$ cat src/loader_pkg.sv
//==========================================================
// Media loader shared definitions: bus widths, RAM base
// addresses, download index codes and mount slot positions
//==========================================================
package loader_pkg;

	// =========================================================
	// Widths
	// =========================================================
	localparam int HOST_DATA_W = 16;
	localparam int RAM_DATA_W  = 32;
	localparam int ADDR_W      = 27;
	localparam int CD_SIZE_W   = 30;
	localparam int IMG_SIZE_W  = 64;

	// =========================================================
	// RAM byte addresses per image kind
	// =========================================================
	localparam logic [ADDR_W-1:0] BIOS_BASE = ADDR_W'(2097152);
	localparam logic [ADDR_W-1:0] EXE_BASE  = ADDR_W'(4194304);

	// Download index codes
	localparam logic [7:0] IDX_BIOS = 8'd0;
	localparam logic [7:0] IDX_EXE  = 8'd1;
	// CD matches on the low 6 bits only
	localparam logic [5:0] IDX_CD   = 6'd2;

	// Bit positions in the mount strobe vector
	localparam int SLOT_CD    = 1;
	localparam int SLOT_CARD1 = 2;
	localparam int SLOT_CARD2 = 3;

	// Download FSM state codes
	localparam logic [1:0] ST_IDLE = 2'd0;
	localparam logic [1:0] ST_BIOS = 2'd1;
	localparam logic [1:0] ST_EXE  = 2'd2;
	localparam logic [1:0] ST_CD   = 2'd3;

endpackage

$ cat src/download_fsm.sv
//==========================================================
// Download FSM: registered image kind, executable start
// pulse and CD end-of-download event
//==========================================================
`timescale 1ns/10ps

module download_fsm (
	input  logic                              clk_1x,
	input  logic                              reset,
	input  logic                              ioctl_download,
	input  logic [7:0]                        ioctl_index,
	input  logic [loader_pkg::ADDR_W-1:0]     ioctl_addr,
	output logic                              dl_bios,
	output logic                              dl_exe,
	output logic                              dl_cd,
	output logic                              exe_start,
	output logic                              cd_done,
	output logic [loader_pkg::CD_SIZE_W-1:0]  cd_end_addr
);
	import loader_pkg::*;

	logic [1:0] state;
	logic [1:0] state_next;
	logic       dl_exe_q;
	logic       dl_cd_q;
	logic       exe_fall;
	logic       cd_fall;

	// Kind comes straight from the flag and the index compare
	always_comb begin
		state_next = ST_IDLE;
		if (ioctl_download) begin
			if (ioctl_index == IDX_BIOS) begin
				state_next = ST_BIOS;
			end else if (ioctl_index == IDX_EXE) begin
				state_next = ST_EXE;
			end else if (ioctl_index[5:0] == IDX_CD) begin
				state_next = ST_CD;
			end
		end
	end

	always_ff @(posedge clk_1x) begin
		if (reset) begin
			state <= ST_IDLE;
		end else begin
			state <= state_next;
		end
	end

	assign dl_bios = (state == ST_BIOS);
	assign dl_exe  = (state == ST_EXE);
	assign dl_cd   = (state == ST_CD);

	// =========================================================
	// End-of-download events
	// =========================================================
	always_ff @(posedge clk_1x) begin
		if (reset) begin
			dl_exe_q  <= 1'b0;
			dl_cd_q   <= 1'b0;
			exe_fall  <= 1'b0;
			cd_fall   <= 1'b0;
			exe_start <= 1'b0;
			cd_done   <= 1'b0;
		end else begin
			dl_exe_q  <= dl_exe;
			dl_cd_q   <= dl_cd;
			// One extra stage after the falling edge
			exe_fall  <= dl_exe_q & ~dl_exe;
			cd_fall   <= dl_cd_q & ~dl_cd;
			exe_start <= exe_fall;
			cd_done   <= cd_fall;
		end
	end

	// Final host address is the CD size, held until cd_done
	always_ff @(posedge clk_1x) begin
		if (dl_cd_q && !dl_cd) begin
			cd_end_addr <= CD_SIZE_W'(ioctl_addr);
		end
	end

endmodule

$ cat src/loader_top.sv
//==========================================================
// Media loader top level: download FSM, word packer and
// media tracker
//==========================================================
`timescale 1ns/10ps

module loader_top (
	input  logic                               clk_1x,
	input  logic                               reset,
	// Host download port
	input  logic                               ioctl_download,
	input  logic [7:0]                         ioctl_index,
	input  logic                               ioctl_wr,
	input  logic [loader_pkg::ADDR_W-1:0]      ioctl_addr,
	input  logic [loader_pkg::HOST_DATA_W-1:0] ioctl_dout,
	output logic                               ioctl_wait,
	// RAM write ports
	output logic                               ram_wr,
	output logic                               ram2_wr,
	output logic [loader_pkg::ADDR_W-1:0]      ram_addr,
	output logic [loader_pkg::RAM_DATA_W-1:0]  ram_data,
	input  logic                               ram_ack,
	input  logic                               ram2_ack,
	// Mounts and card requests
	input  logic [3:0]                         img_mounted,
	input  logic [loader_pkg::IMG_SIZE_W-1:0]  img_size,
	input  logic                               card_load_req,
	input  logic                               card_save_req,
	input  logic                               osd_open,
	input  logic                               autosave,
	output logic                               exe_start,
	output logic                               has_cd,
	output logic                               cd_from_sd,
	output logic [loader_pkg::CD_SIZE_W-1:0]   cd_size,
	output logic                               card1_present,
	output logic                               card2_present,
	output logic                               card1_load,
	output logic                               card2_load,
	output logic                               card_save
);
	import loader_pkg::*;

	logic                 dl_bios;
	logic                 dl_exe;
	logic                 dl_cd;
	logic                 cd_done;
	logic [CD_SIZE_W-1:0] cd_end_addr;

	download_fsm fsm0 (
		.clk_1x         (clk_1x),
		.reset          (reset),
		.ioctl_download (ioctl_download),
		.ioctl_index    (ioctl_index),
		.ioctl_addr     (ioctl_addr),
		.dl_bios        (dl_bios),
		.dl_exe         (dl_exe),
		.dl_cd          (dl_cd),
		.exe_start      (exe_start),
		.cd_done        (cd_done),
		.cd_end_addr    (cd_end_addr)
	);

	word_packer packer0 (
		.clk_1x     (clk_1x),
		.reset      (reset),
		.dl_bios    (dl_bios),
		.dl_exe     (dl_exe),
		.dl_cd      (dl_cd),
		.ioctl_wr   (ioctl_wr),
		.ioctl_addr (ioctl_addr),
		.ioctl_dout (ioctl_dout),
		.ram_ack    (ram_ack),
		.ram2_ack   (ram2_ack),
		.ioctl_wait (ioctl_wait),
		.ram_wr     (ram_wr),
		.ram2_wr    (ram2_wr),
		.ram_addr   (ram_addr),
		.ram_data   (ram_data)
	);

	media_tracker media0 (
		.clk_1x        (clk_1x),
		.reset         (reset),
		.cd_done       (cd_done),
		.cd_end_addr   (cd_end_addr),
		.img_mounted   (img_mounted),
		.img_size      (img_size),
		.card_load_req (card_load_req),
		.card_save_req (card_save_req),
		.osd_open      (osd_open),
		.autosave      (autosave),
		.has_cd        (has_cd),
		.cd_from_sd    (cd_from_sd),
		.cd_size       (cd_size),
		.card1_present (card1_present),
		.card2_present (card2_present),
		.card1_load    (card1_load),
		.card2_load    (card2_load),
		.card_save     (card_save)
	);

endmodule

$ cat src/media_tracker.sv
//==========================================================
// Media tracker: CD and memory-card mount state, CD size,
// card load and save request pulses
//==========================================================
`timescale 1ns/10ps

module media_tracker (
	input  logic                               clk_1x,
	input  logic                               reset,
	input  logic                               cd_done,
	input  logic [loader_pkg::CD_SIZE_W-1:0]   cd_end_addr,
	input  logic [3:0]                         img_mounted,
	input  logic [loader_pkg::IMG_SIZE_W-1:0]  img_size,
	input  logic                               card_load_req,
	input  logic                               card_save_req,
	input  logic                               osd_open,
	input  logic                               autosave,
	output logic                               has_cd,
	output logic                               cd_from_sd,
	output logic [loader_pkg::CD_SIZE_W-1:0]   cd_size,
	output logic                               card1_present,
	output logic                               card2_present,
	output logic                               card1_load,
	output logic                               card2_load,
	output logic                               card_save
);
	import loader_pkg::*;

	logic size_nonzero;
	logic autosave_req;
	logic load_req_q;
	logic save_req_q;
	logic autosave_q;
	logic load_edge;
	logic save_edge;

	assign size_nonzero = |img_size;
	// Autosave fires when the menu opens with autosave on
	assign autosave_req = osd_open & autosave;
	assign load_edge    = card_load_req & ~load_req_q;
	assign save_edge    = (card_save_req & ~save_req_q) | (autosave_req & ~autosave_q);

	// =========================================================
	// CD state
	// =========================================================
	always_ff @(posedge clk_1x) begin
		if (reset) begin
			has_cd     <= 1'b0;
			cd_from_sd <= 1'b0;
		end else begin
			if (cd_done) begin
				has_cd     <= 1'b1;
				cd_from_sd <= 1'b0;
			end
			// A mounted image takes over from a download
			if (img_mounted[SLOT_CD]) begin
				has_cd <= size_nonzero;
				if (size_nonzero) begin
					cd_from_sd <= 1'b1;
				end
			end
		end
	end

	always_ff @(posedge clk_1x) begin
		if (img_mounted[SLOT_CD] && size_nonzero) begin
			cd_size <= img_size[CD_SIZE_W-1:0];
		end else if (cd_done) begin
			cd_size <= cd_end_addr;
		end
	end

	// =========================================================
	// Memory cards
	// =========================================================
	always_ff @(posedge clk_1x) begin
		if (reset) begin
			card1_present <= 1'b0;
			card2_present <= 1'b0;
			card1_load    <= 1'b0;
			card2_load    <= 1'b0;
			card_save     <= 1'b0;
			load_req_q    <= 1'b0;
			save_req_q    <= 1'b0;
			autosave_q    <= 1'b0;
		end else begin
			load_req_q <= card_load_req;
			save_req_q <= card_save_req;
			autosave_q <= autosave_req;
			if (img_mounted[SLOT_CARD1]) begin
				card1_present <= size_nonzero;
			end
			if (img_mounted[SLOT_CARD2]) begin
				card2_present <= size_nonzero;
			end
			// Fresh mount or a reload request
			card1_load <= load_edge | (img_mounted[SLOT_CARD1] & size_nonzero);
			card2_load <= load_edge | (img_mounted[SLOT_CARD2] & size_nonzero);
			card_save  <= save_edge;
		end
	end

endmodule

$ cat src/word_packer.sv
//==========================================================
// Word packer: joins host half-words into 32-bit RAM writes
// and holds the host wait line until the RAM acknowledges
//==========================================================
`timescale 1ns/10ps

module word_packer (
	input  logic                                clk_1x,
	input  logic                                reset,
	input  logic                                dl_bios,
	input  logic                                dl_exe,
	input  logic                                dl_cd,
	input  logic                                ioctl_wr,
	input  logic [loader_pkg::ADDR_W-1:0]       ioctl_addr,
	input  logic [loader_pkg::HOST_DATA_W-1:0]  ioctl_dout,
	input  logic                                ram_ack,
	input  logic                                ram2_ack,
	output logic                                ioctl_wait,
	output logic                                ram_wr,
	output logic                                ram2_wr,
	output logic [loader_pkg::ADDR_W-1:0]       ram_addr,
	output logic [loader_pkg::RAM_DATA_W-1:0]   ram_data
);
	import loader_pkg::*;

	logic              dl_any;
	logic              wr_low;
	logic              wr_high;
	logic [ADDR_W-1:0] base_addr;

	assign dl_any  = dl_bios | dl_exe | dl_cd;
	assign wr_low  = dl_any & ioctl_wr & ~ioctl_addr[1];
	assign wr_high = dl_any & ioctl_wr & ioctl_addr[1];

	// CD data lands unshifted on the second port
	always_comb begin
		if (dl_bios) begin
			base_addr = BIOS_BASE;
		end else if (dl_exe) begin
			base_addr = EXE_BASE;
		end else begin
			base_addr = '0;
		end
	end

	// =========================================================
	// Write strobes and wait handshake
	// =========================================================
	always_ff @(posedge clk_1x) begin
		if (reset) begin
			ram_wr     <= 1'b0;
			ram2_wr    <= 1'b0;
			ioctl_wait <= 1'b0;
		end else begin
			ram_wr  <= wr_high & (dl_bios | dl_exe);
			ram2_wr <= wr_high & dl_cd;
			if (!dl_any) begin
				ioctl_wait <= 1'b0;
			end else if (ram_ack || ram2_ack) begin
				ioctl_wait <= 1'b0;
			end else if (wr_high) begin
				ioctl_wait <= 1'b1;
			end
		end
	end

	// Low half sets the address, high half completes the data
	always_ff @(posedge clk_1x) begin
		if (wr_low) begin
			ram_data[HOST_DATA_W-1:0] <= ioctl_dout;
			ram_addr                  <= ioctl_addr + base_addr;
		end
		if (wr_high) begin
			ram_data[RAM_DATA_W-1:HOST_DATA_W] <= ioctl_dout;
		end
	end

endmodule

$ cat config.mk
export PLATFORM = sky130hd
export DESIGN_NAME = loader_top
export DESIGN_NICKNAME = d
export VERILOG_FILES = /design/src/loader_pkg.sv /design/src/download_fsm.sv /design/src/loader_top.sv /design/src/media_tracker.sv /design/src/word_packer.sv
export SDC_FILE = /design/constraint.sdc
export NUM_CORES = 1
export LEC_CHECK = 0
export ABC_AREA = 1
export BUFFER_PORTS_ARGS = -buffer_cell sky130_fd_sc_hd__buf_4
export CAP_MARGIN = 0
export CORE_MARGIN = 1
export CORE_UTILIZATION = 47
export DETAILED_ROUTE_END_ITERATION = 6
export PLACE_DENSITY = 0.82
export SYNTH_ARGS = -nofsm -noshare
export SYNTH_HDL_FRONTEND = slang
export SYNTH_SLANG_ARGS = --single-unit
export TNS_END_PERCENT = 30
$ cat constraint.sdc
create_clock -name clk_1x -period 3.8 [get_ports clk_1x]
set_clock_uncertainty 0.15 [all_clocks]
set_input_delay 0.38 -clock clk_1x [delete_from_list [all_inputs] [get_ports clk_1x]]
set_output_delay 0.38 -clock clk_1x [all_outputs]
set_load 0.02 [all_outputs]
Yosys cells after proc, flatten, opt, wreduce, memory -nomap -nowiden
Index checks and enable logic that the tools add are counted.
- flip-flop bits (word level): 137
- input port bits: 129
- output and inout port bits: 100
- bitwise operators: 26
- eq/ne operators: 5
- mux-type cells: 12
- add/subtract/negate cells: 1
- reductions and logical operators: 11
- operators by type and width (cell ; count):
    $reduce_or A64 Y1 ; 1
    $mux W30 ; 2
    $add A27 B27 Y27 ; 1
    $mux W27 ; 1
    $mux W23 ; 1
    $and A1 B1 Y1 ; 13
    $eq A8 B1 Y1 const B ; 1
    $logic_not A8 Y1 ; 1
    $not A1 Y1 ; 8
    $eq A6 B2 Y1 const B ; 1
    $mux W1 ; 6
    $reduce_or A3 Y1 ; 2
    $or A1 B1 Y1 ; 5
    $eq A2 B2 Y1 const B ; 2
    $mux W2 ; 2
    $reduce_bool A2 Y1 ; 2
    $eq A2 B1 Y1 const B ; 1
    $logic_and A1 B1 Y1 ; 2
    $reduce_or A2 Y1 ; 1
    $logic_not A1 Y1 ; 1
    $logic_or A1 B1 Y1 ; 1

Longest topological paths before layout
Gate-level depths: netlist of run 1.
- depth in word-level cells: 6
- mapped depth: 10
- mapped depth without buffers: 9

Modules after synthesis
From an unflattened synthesis of run 1, not the netlist that was laid out.
- cells, all modules: 396
- area total of the unflattened synthesis: 5081.1 um^2
- modules (own cells, without submodules) (module ; times used ; area an instance (um^2) ; sequential area each (um^2) ; cells an instance):
    word_packer ; 1 ; 2037.0 ; 1831.8 ; 96
    media_tracker ; 1 ; 1905.6 ; 1101.1 ; 230
    download_fsm ; 1 ; 1138.6 ; 970.9 ; 70

Worst setup path before layout of run 1
OpenSTA, ideal clock, no wires.
- path type: reg2reg
- start: register fsm0.state[0]
- end: register packer0.ram_addr[0] in the netlist's numbering (enable)
- cell stages (with the launch flop): 6
- slack: 0.684 ns
- data required time: 3.206 ns
- data arrival time: 2.522 ns
- buffers on the path: 0
- path through: dfxtp_1 -> inv_1 -> ha_1 -> inv_1 -> nand2_1 -> nor2_1
- cells in the longest elaborated chain, start to end: 5
- elaborated cells between the ends (all ways): 7
- ends and longest elaborated chain (what ; line ; RTL):
    from (decl) ; download_fsm.sv:22 ; logic [1:0] state;
    from (signal assigned) ; download_fsm.sv:47 ; state <= state_next;
    $eq A2 B1 Y1 / $eq A2 B2 Y1 (equally long branches) ; download_fsm.sv:51, download_fsm.sv:52 ;
    $or A1 B1 Y1 ; word_packer.sv:31 ; assign dl_any = dl_bios | dl_exe | dl_cd;
    $or A1 B1 Y1 * ; word_packer.sv:31 ;
    $and A1 B1 Y1 * (2 in a row) ; word_packer.sv:32 ; assign wr_low = dl_any & ioctl_wr & ~ioctl_addr[1];
    via packer0.wr_low ; word_packer.sv:27 ; logic wr_low;
    to (signal assigned) ; word_packer.sv:71 ; ram_addr <= ioctl_addr + base_addr;
    to (decl) ; word_packer.sv:21 ; output logic [loader_pkg::ADDR_W-1:0] ram_addr,
The timed path passes the listed nets; every way through them passes the cells marked *.
A chain may end at the register's enable or synchronous reset.

Worst setup path in the final report of run 1
- start: register fsm0.state[0]
- end: register packer0.ram_addr[9] in the netlist's numbering (enable)
The elaborated chain is that of the path after synthesis.

==> impl_metrics.toml, run 1 <==
[detailed_routing]
antenna_left = 0
num_vias = 3974
viasPerCell = 4.81
drt-total-wl_um = 13600
avgRoutedWirePerCell_um = 16.5
drc = 0
drt_iter0_drc = 200
drt_pass1_iterations = 5

[worst_setup_path]
cp-end-kind = "flop"
start_kind = "flop"
r2r-start = "fsm0.state[0]"
critPathArrivalTime_ns = 2.37
cp_data_required_time_ns = 3.85
reg2reg_to = "packer0.ram_addr[9]"
endpoint = "packer0.ram_addr[9]"
ff2ff_path_depth = 6
rrSetupSlack_ns = 1.48
crit_buf_inv = 3
crit_type = "reg -> reg"
crit_chain = "inv_1 -> ha_1 -> inv_1 -> nand2_1 -> nor2_4 -> buf_4"
crit_cells = 6
startpoint = "fsm0.state[0]"
slowest_stage = "nor2_4"
path_max_fanout = 26
crit_path_max_incr_delay_ns = 0.60
critPathTopFamily = "simple AND/OR/NAND/NOR gates"
cpMostUsedCell = "inv_1"

[layout]
synthToLayoutAreaGrowth_pct = 59.2
fillers = 616
num_antenna_cells = 0
fin_nets = 813
regArea_mm2 = 0.00390
multi_input_area_um2 = 968
layout-drive-gt1-share = 0.386
design_area_mm2 = 0.00801

[global_route]
overflow = 0
antenna_found_initial = 0
use_met1 = 0.258
use_met3 = 0.0940
grt-busiest-layer = "met2"
grt_pass1_wl_um = 20500
grt_max_degree = 33
track_usage = 0.253
grtUsageMet2 = 0.459
grt_pass1_vias = 4140

[power_and_ir_drop]
internal-power_w = 0.00289
power_w = 0.00364
seqPwrFrac = 0.459
clkPwrFrac = 0.457
peakVddDrop_mv = 0.312
swShare = 0.206
p_per_area_mw_per_mm2 = 454
power_frac_comb = 0.084
switchingPower_w = 0.000749
leakagePower_nw = 3.46

[cts]
numCtsBuffers = 17
ctsHtreeMaxLevel = 4
clk_pin_slew_ns = 0.06
cts_root_buffer = "clkbuf_8"
cts_buffer_depth = 2
cts_tree = "yes"
cts_resized = 0
worstSkewPairLatency_ns = 0.51
cts_sinks = 137

[floorplan]
start_util = 0.485
rows = 37
coreArea_mm2 = 0.0104
io_pins = 229
fp.dieW_um = 105
die_h_um = 105
dieArea_mm2 = 0.0111

[timing]
finalSetupViolations = 0
rsz0062_at_grt = "no"
finalCritPeriodShare = 0.611
slew_headroom = 0.489
fmax_mhz = 431
tightest_slew_ns = 0.765
drv_slew = 0
final_hold_viol_count = 0
fin_crit_ns = 2.32
finalSetupTns_ns = 0

[yosys]
avgSynthCellArea_um2 = 13.1
synthFlopType = "edfxtp_1"
netlist_instances = 383
netlist-cell-type-count = 22
netlist_area_mm2 = 0.00503
synth-seq-cells = 137
syn_nets = 519
ys_warn_count = 0
synth_edf_count = 116
synth-seq-area-share = 0.776
async_flop_share = 0

[outcome]
status = "finished clean"

[worst_hold_path]
hold_path_class = "in -> reg"

[placed_design]
dpl-instance-area_mm2 = 0.00688
port_buffers = 227
gp_congestion = 0.799
dpl.hpwl_um = 8790

[job]
cap_violations = 0
[repair_timing]
item,CTS,global route
endpoints found under the setup margin,0,0
endpoints found under the hold margin,90,0
hold buffers,53,0
buffers inserted,0,0
[power by group through the flow]
stage / combinational, W / sequential, W / clock, W
finish: 0.000305 / 0.00167 / 0.00166
global route: 0.000326 / 0.00167 / 0.00174
CTS: 0.000301 / 0.00167 / 0.00167
detailed placement: 0.000257 / 0.00170 / 0
global placement: 0.000250 / 0.00170 / 0
floorplan: 0.0000583 / 0.00173 / 0
[tightest hold or removal path, stage by stage]
cell and delay (ns):
buf_4 0.08, nand3_1 0.06, nand2_1 0.06
[cell usage after synthesis (4+ instances only)]
master    instances  area, um^2
edfxtp_1        116        3480
nand2_1          92         345
nor2_1           59         221
nand3_1          30         150
inv_1            24        90.1
dfxtp_1          21         420
a21oi_1           6        30.0
ha_1              6        75.1
buf_6             5        56.3
clkbuf_1          5        18.8
nor3_1            4        20.0
[layout by cell type, fill, tap and decap left out, drive strengths merged]
cell and n:
a31oi 2, ha 6, inv 24, o32ai 1, clkbuf 18, fa 1, dfxtp 21, buf 233
nand3 30, a21oi 6, bufinv 4, edfxtp 116, xor2 2, nand2 93, nor2 59, nor4 1
xnor2 2, o21bai 1, nor3 4, clkinv 6, o21a 1, dlygate4sd3 53, clkinvlp 4, or2 2
[final cells by class]
type                            count  share of cell area
Clock buffer                       18              0.0522
Clock inverter                     14              0.0225
Inverter                           24              0.0112
Multi-Input combinational cell    211               0.121
Sequential cell                   137               0.487
Tap cell                          136              0.0212
Timing Repair Buffer              286               0.285
[per-layer routing]
| metal | vias to the layer above | wire, um |
|---|---|---|
| li1 | 1895 | - |
| met1 | 1821 | 4650 |
| met2 | 228 | 7330 |
| met3 | 30 | 1370 |
| met4 | 0 | 288 |
| met5 | - | 0 |
[sequential cells by signal, summed over array words and instances (netlist names), 2 cells and up]
register          cells
fsm0.state            2
packer0.ram_data     32
fsm0.cd_end_addr     27
media0.cd_size       30
packer0.ram_addr     27
[cell families (layout without fill, tap and decap cells)]
logic type,after synthesis,after routing,synth area share
AND/OR/NAND/NOR,189,189,0.151
flip-flops,137,137,0.776
buffers and inverters,35,342,0.0338
AO/OA/AOI/OAI,11,11,0.0132
adder cells (fa/ha/maj),7,7,0.0189
XOR/XNOR,4,4,0.00696
[worst min path at each step]
stage / slack, ns / to / cells past startpoint / start
3_3_place_gp: 0.25 / fsm0.exe_start / 2 / fsm0.exe_fall
4_1_cts: 0.006 / packer0.ram2_wr / 3 / ioctl_wr
2_1_floorplan: 0.24 / fsm0.cd_done / 2 / fsm0.cd_fall
5_1_grt: 0.02 / media0.cd_size[11] / 3 / img_size[11]
3_5_place_dp: 0.25 / fsm0.exe_start / 2 / fsm0.exe_fall
6_report: 0.03 / media0.cd_size[19] / 3 / img_size[19]
[through the flow]
| step | util | cells | setup WS, ns | hold WS, ns |
|---|---|---|---|---|
| floorplan | - | 383 | 0.684 | 0.238 |
| global placement | 0.664 | 741 | 1.22 | 0.248 |
| detailed placement | 0.664 | 741 | 1.20 | 0.247 |
| CTS | 0.772 | 826 | 1.53 | 0.00589 |
| global route | 0.772 | 826 | 1.41 | 0.0195 |
| finish | 0.772 | 826 | 1.48 | 0.0298 |
(Power assumes the default switching activity.)
==> run 2, diff against run 1 <==
==> constraint.sdc (replaced) <==
create_clock -name clk_1x -period 2.4 [get_ports clk_1x]
set_clock_uncertainty 0.15 [all_clocks]
set_input_delay 0.24 -clock clk_1x [delete_from_list [all_inputs] [get_ports clk_1x]]
set_output_delay 0.24 -clock clk_1x [all_outputs]
set_load 0.02 [all_outputs]
==> impl_metrics.toml, run 2 (synthesized netlist as in run 1, its figures left out) <==
[floorplan]
rows = 37
fp.dieW_um = 105
die_h_um = 105
dieArea_mm2 = 0.0111
coreArea_mm2 = 0.0104
io_pins = 229
start_util = 0.485

[layout]
largest_reg_flops = 32
final_cell_mix = "buf_4, edfxtp_1, nand2_1, dlygate4sd3_1, nor2_1"
largest_registers = "packer0.ram_data (32), media0.cd_size (30)"
synthToLayoutAreaGrowth_pct = 67.6
layout-drive-gt1-share = 0.370
num_antenna_cells = 0
instances_no_fill = 865
fin_nets = 853
fillers = 561
final_common_cell = "buf_4"
largest-register = "packer0.ram_data"
post-route-util = 0.813

[worst_hold_path]
hold_path_class = "in -> reg"

[power_and_ir_drop]
power_w = 0.00578
power_frac_comb = 0.093
p_per_area_mw_per_mm2 = 686
seqPwrFrac = 0.457
switchingPower_w = 0.00118
swShare = 0.203
clkPwrFrac = 0.451
internal-power_w = 0.00461
leakagePower_nw = 3.65
peakVddDrop_mv = 0.487

[cts]
worstSkewPairLatency_ns = 0.50
numCtsBuffers = 17
cts_buffer_depth = 2
ctsHtreeMaxLevel = 4
cts_root_buffer = "clkbuf_8"
cts_tree = "yes"
cts_sinks = 137
clk_pin_slew_ns = 0.06

[detailed_routing]
num_vias = 4112
avgRoutedWirePerCell_um = 16.2
drt_iter0_drc = 213
antenna_left = 0
viasPerCell = 4.75
drc = 0
drt-total-wl_um = 14000
drt_pass1_iterations = 4

[global_route]
grt_pass1_wl_um = 21800
grt_pass1_vias = 4507
grt_max_degree = 37
track_usage = 0.261
antenna_found_initial = 0
overflow = 0

[timing]
tightest_slew_ns = 0.720
rsz0062_at_grt = "no"
final_hold_viol_count = 0
finalSetupTns_ns = 0
finalCritPeriodShare = 0.948
fin_crit_ns = 2.28
drv_slew = 0
fin_ws_ns = 0.125
finalSetupViolations = 0
fmax_mhz = 440
slew_headroom = 0.519

[worst_setup_path]
start_kind = "input pin"
cp_data_required_time_ns = 2.64
path_max_fanout = 11
cp-end-kind = "flop"
crit_type = "in -> reg"
critPathArrivalTime_ns = 2.52

[placed_design]
dp_cells = 742
port_buffers = 227
dpl.hpwl_um = 8830
post-place-ws_ns = 0.544
gp_congestion = 0.808

[job]
cap_violations = 0

[outcome]
status = "finished clean"
## run 2: cell count changes in the layout (fill, tap and decap cells not counted), sizes merged
cell / previous run / this run
clkbuf: 18 / 17
clkinv: 6 / 8
buf: 233 / 234
clkinvlp: 4 / 2
dlygate4sd3: 53 / 92
## run 2: per-stage QoR
step | hold slack, ns | instance area (um^2)
2_1_floorplan | 0.189 | 5030
3_3_place_gp | 0.246 | 6910
3_5_place_dp | 0.258 | 6910
4_1_cts | 0.114 | 8430
5_1_grt | 0.140 | 8430
6_report | 0.144 | 8430
## run 2: final timing paths
| check | start | to | slack [ns] | cells past startpoint |
|---|---|---|---|---|
| max | img_size[9] | media0.card2_present | 0.12 | 12 |
| min | img_mounted[1] | media0.cd_size[0] | 0.14 | 3 |
| max reg2reg | fsm0.state[0] | packer0.ram_data[18] | 0.49 | 5 |
| min reg2reg | fsm0.cd_fall | fsm0.cd_done | 0.29 | 2 |
## run 2: critical path, cell delays in order
cell	delay, ns
dlygate4sd3_1	0.57
buf_4	0.16
nor2_1	0.12
nand2_1	0.08
nor2_2	0.13
nand2_1	0.10
nor2_1	0.10
nand2_1	0.10
buf_4	0.20
nand2_1	0.10
a21oi_1	0.07
dlygate4sd3_1	0.55
## run 2: layout make-up
type | instances | area (um^2) | share of cell area
flip-flops and latches | 137 | 3900 | 0.463
multi-input cells | 211 | 971 | 0.115
inverters | 24 | 90.1 | 0.0107
clock buffers | 17 | 414 | 0.0491
repair buffers | 326 | 2700 | 0.320
clock inverters | 14 | 181 | 0.0215
well taps | 136 | 170 | 0.0202
## run 2: power by group through the flow
stage               clock network, W  registers, W  logic [W]
floorplan                          0       0.00274  0.0000924
global placement                   0       0.00269   0.000397
detailed placement                 0       0.00269   0.000409
CTS                          0.00263       0.00264   0.000530
global route                 0.00273       0.00264   0.000575
finish                       0.00261       0.00264   0.000537
## run 2: timing repair
action                                  4_1_cts  5_1_grt
hold endpoints to repair                    142        0
buffers inserted                              0        0
gates resized for setup                       0        1
endpoints found under the setup margin        0        2
hold buffers                                 92        0
## run 2: layer usage
layer,global-route usage,vias to the layer above,routed length [um]
met2,0.493,214,7470
met4,0.126,0,455
met5,0,-,0
li1,-,1974,-
met1,0.251,1887,4810
met3,0.0897,37,1250
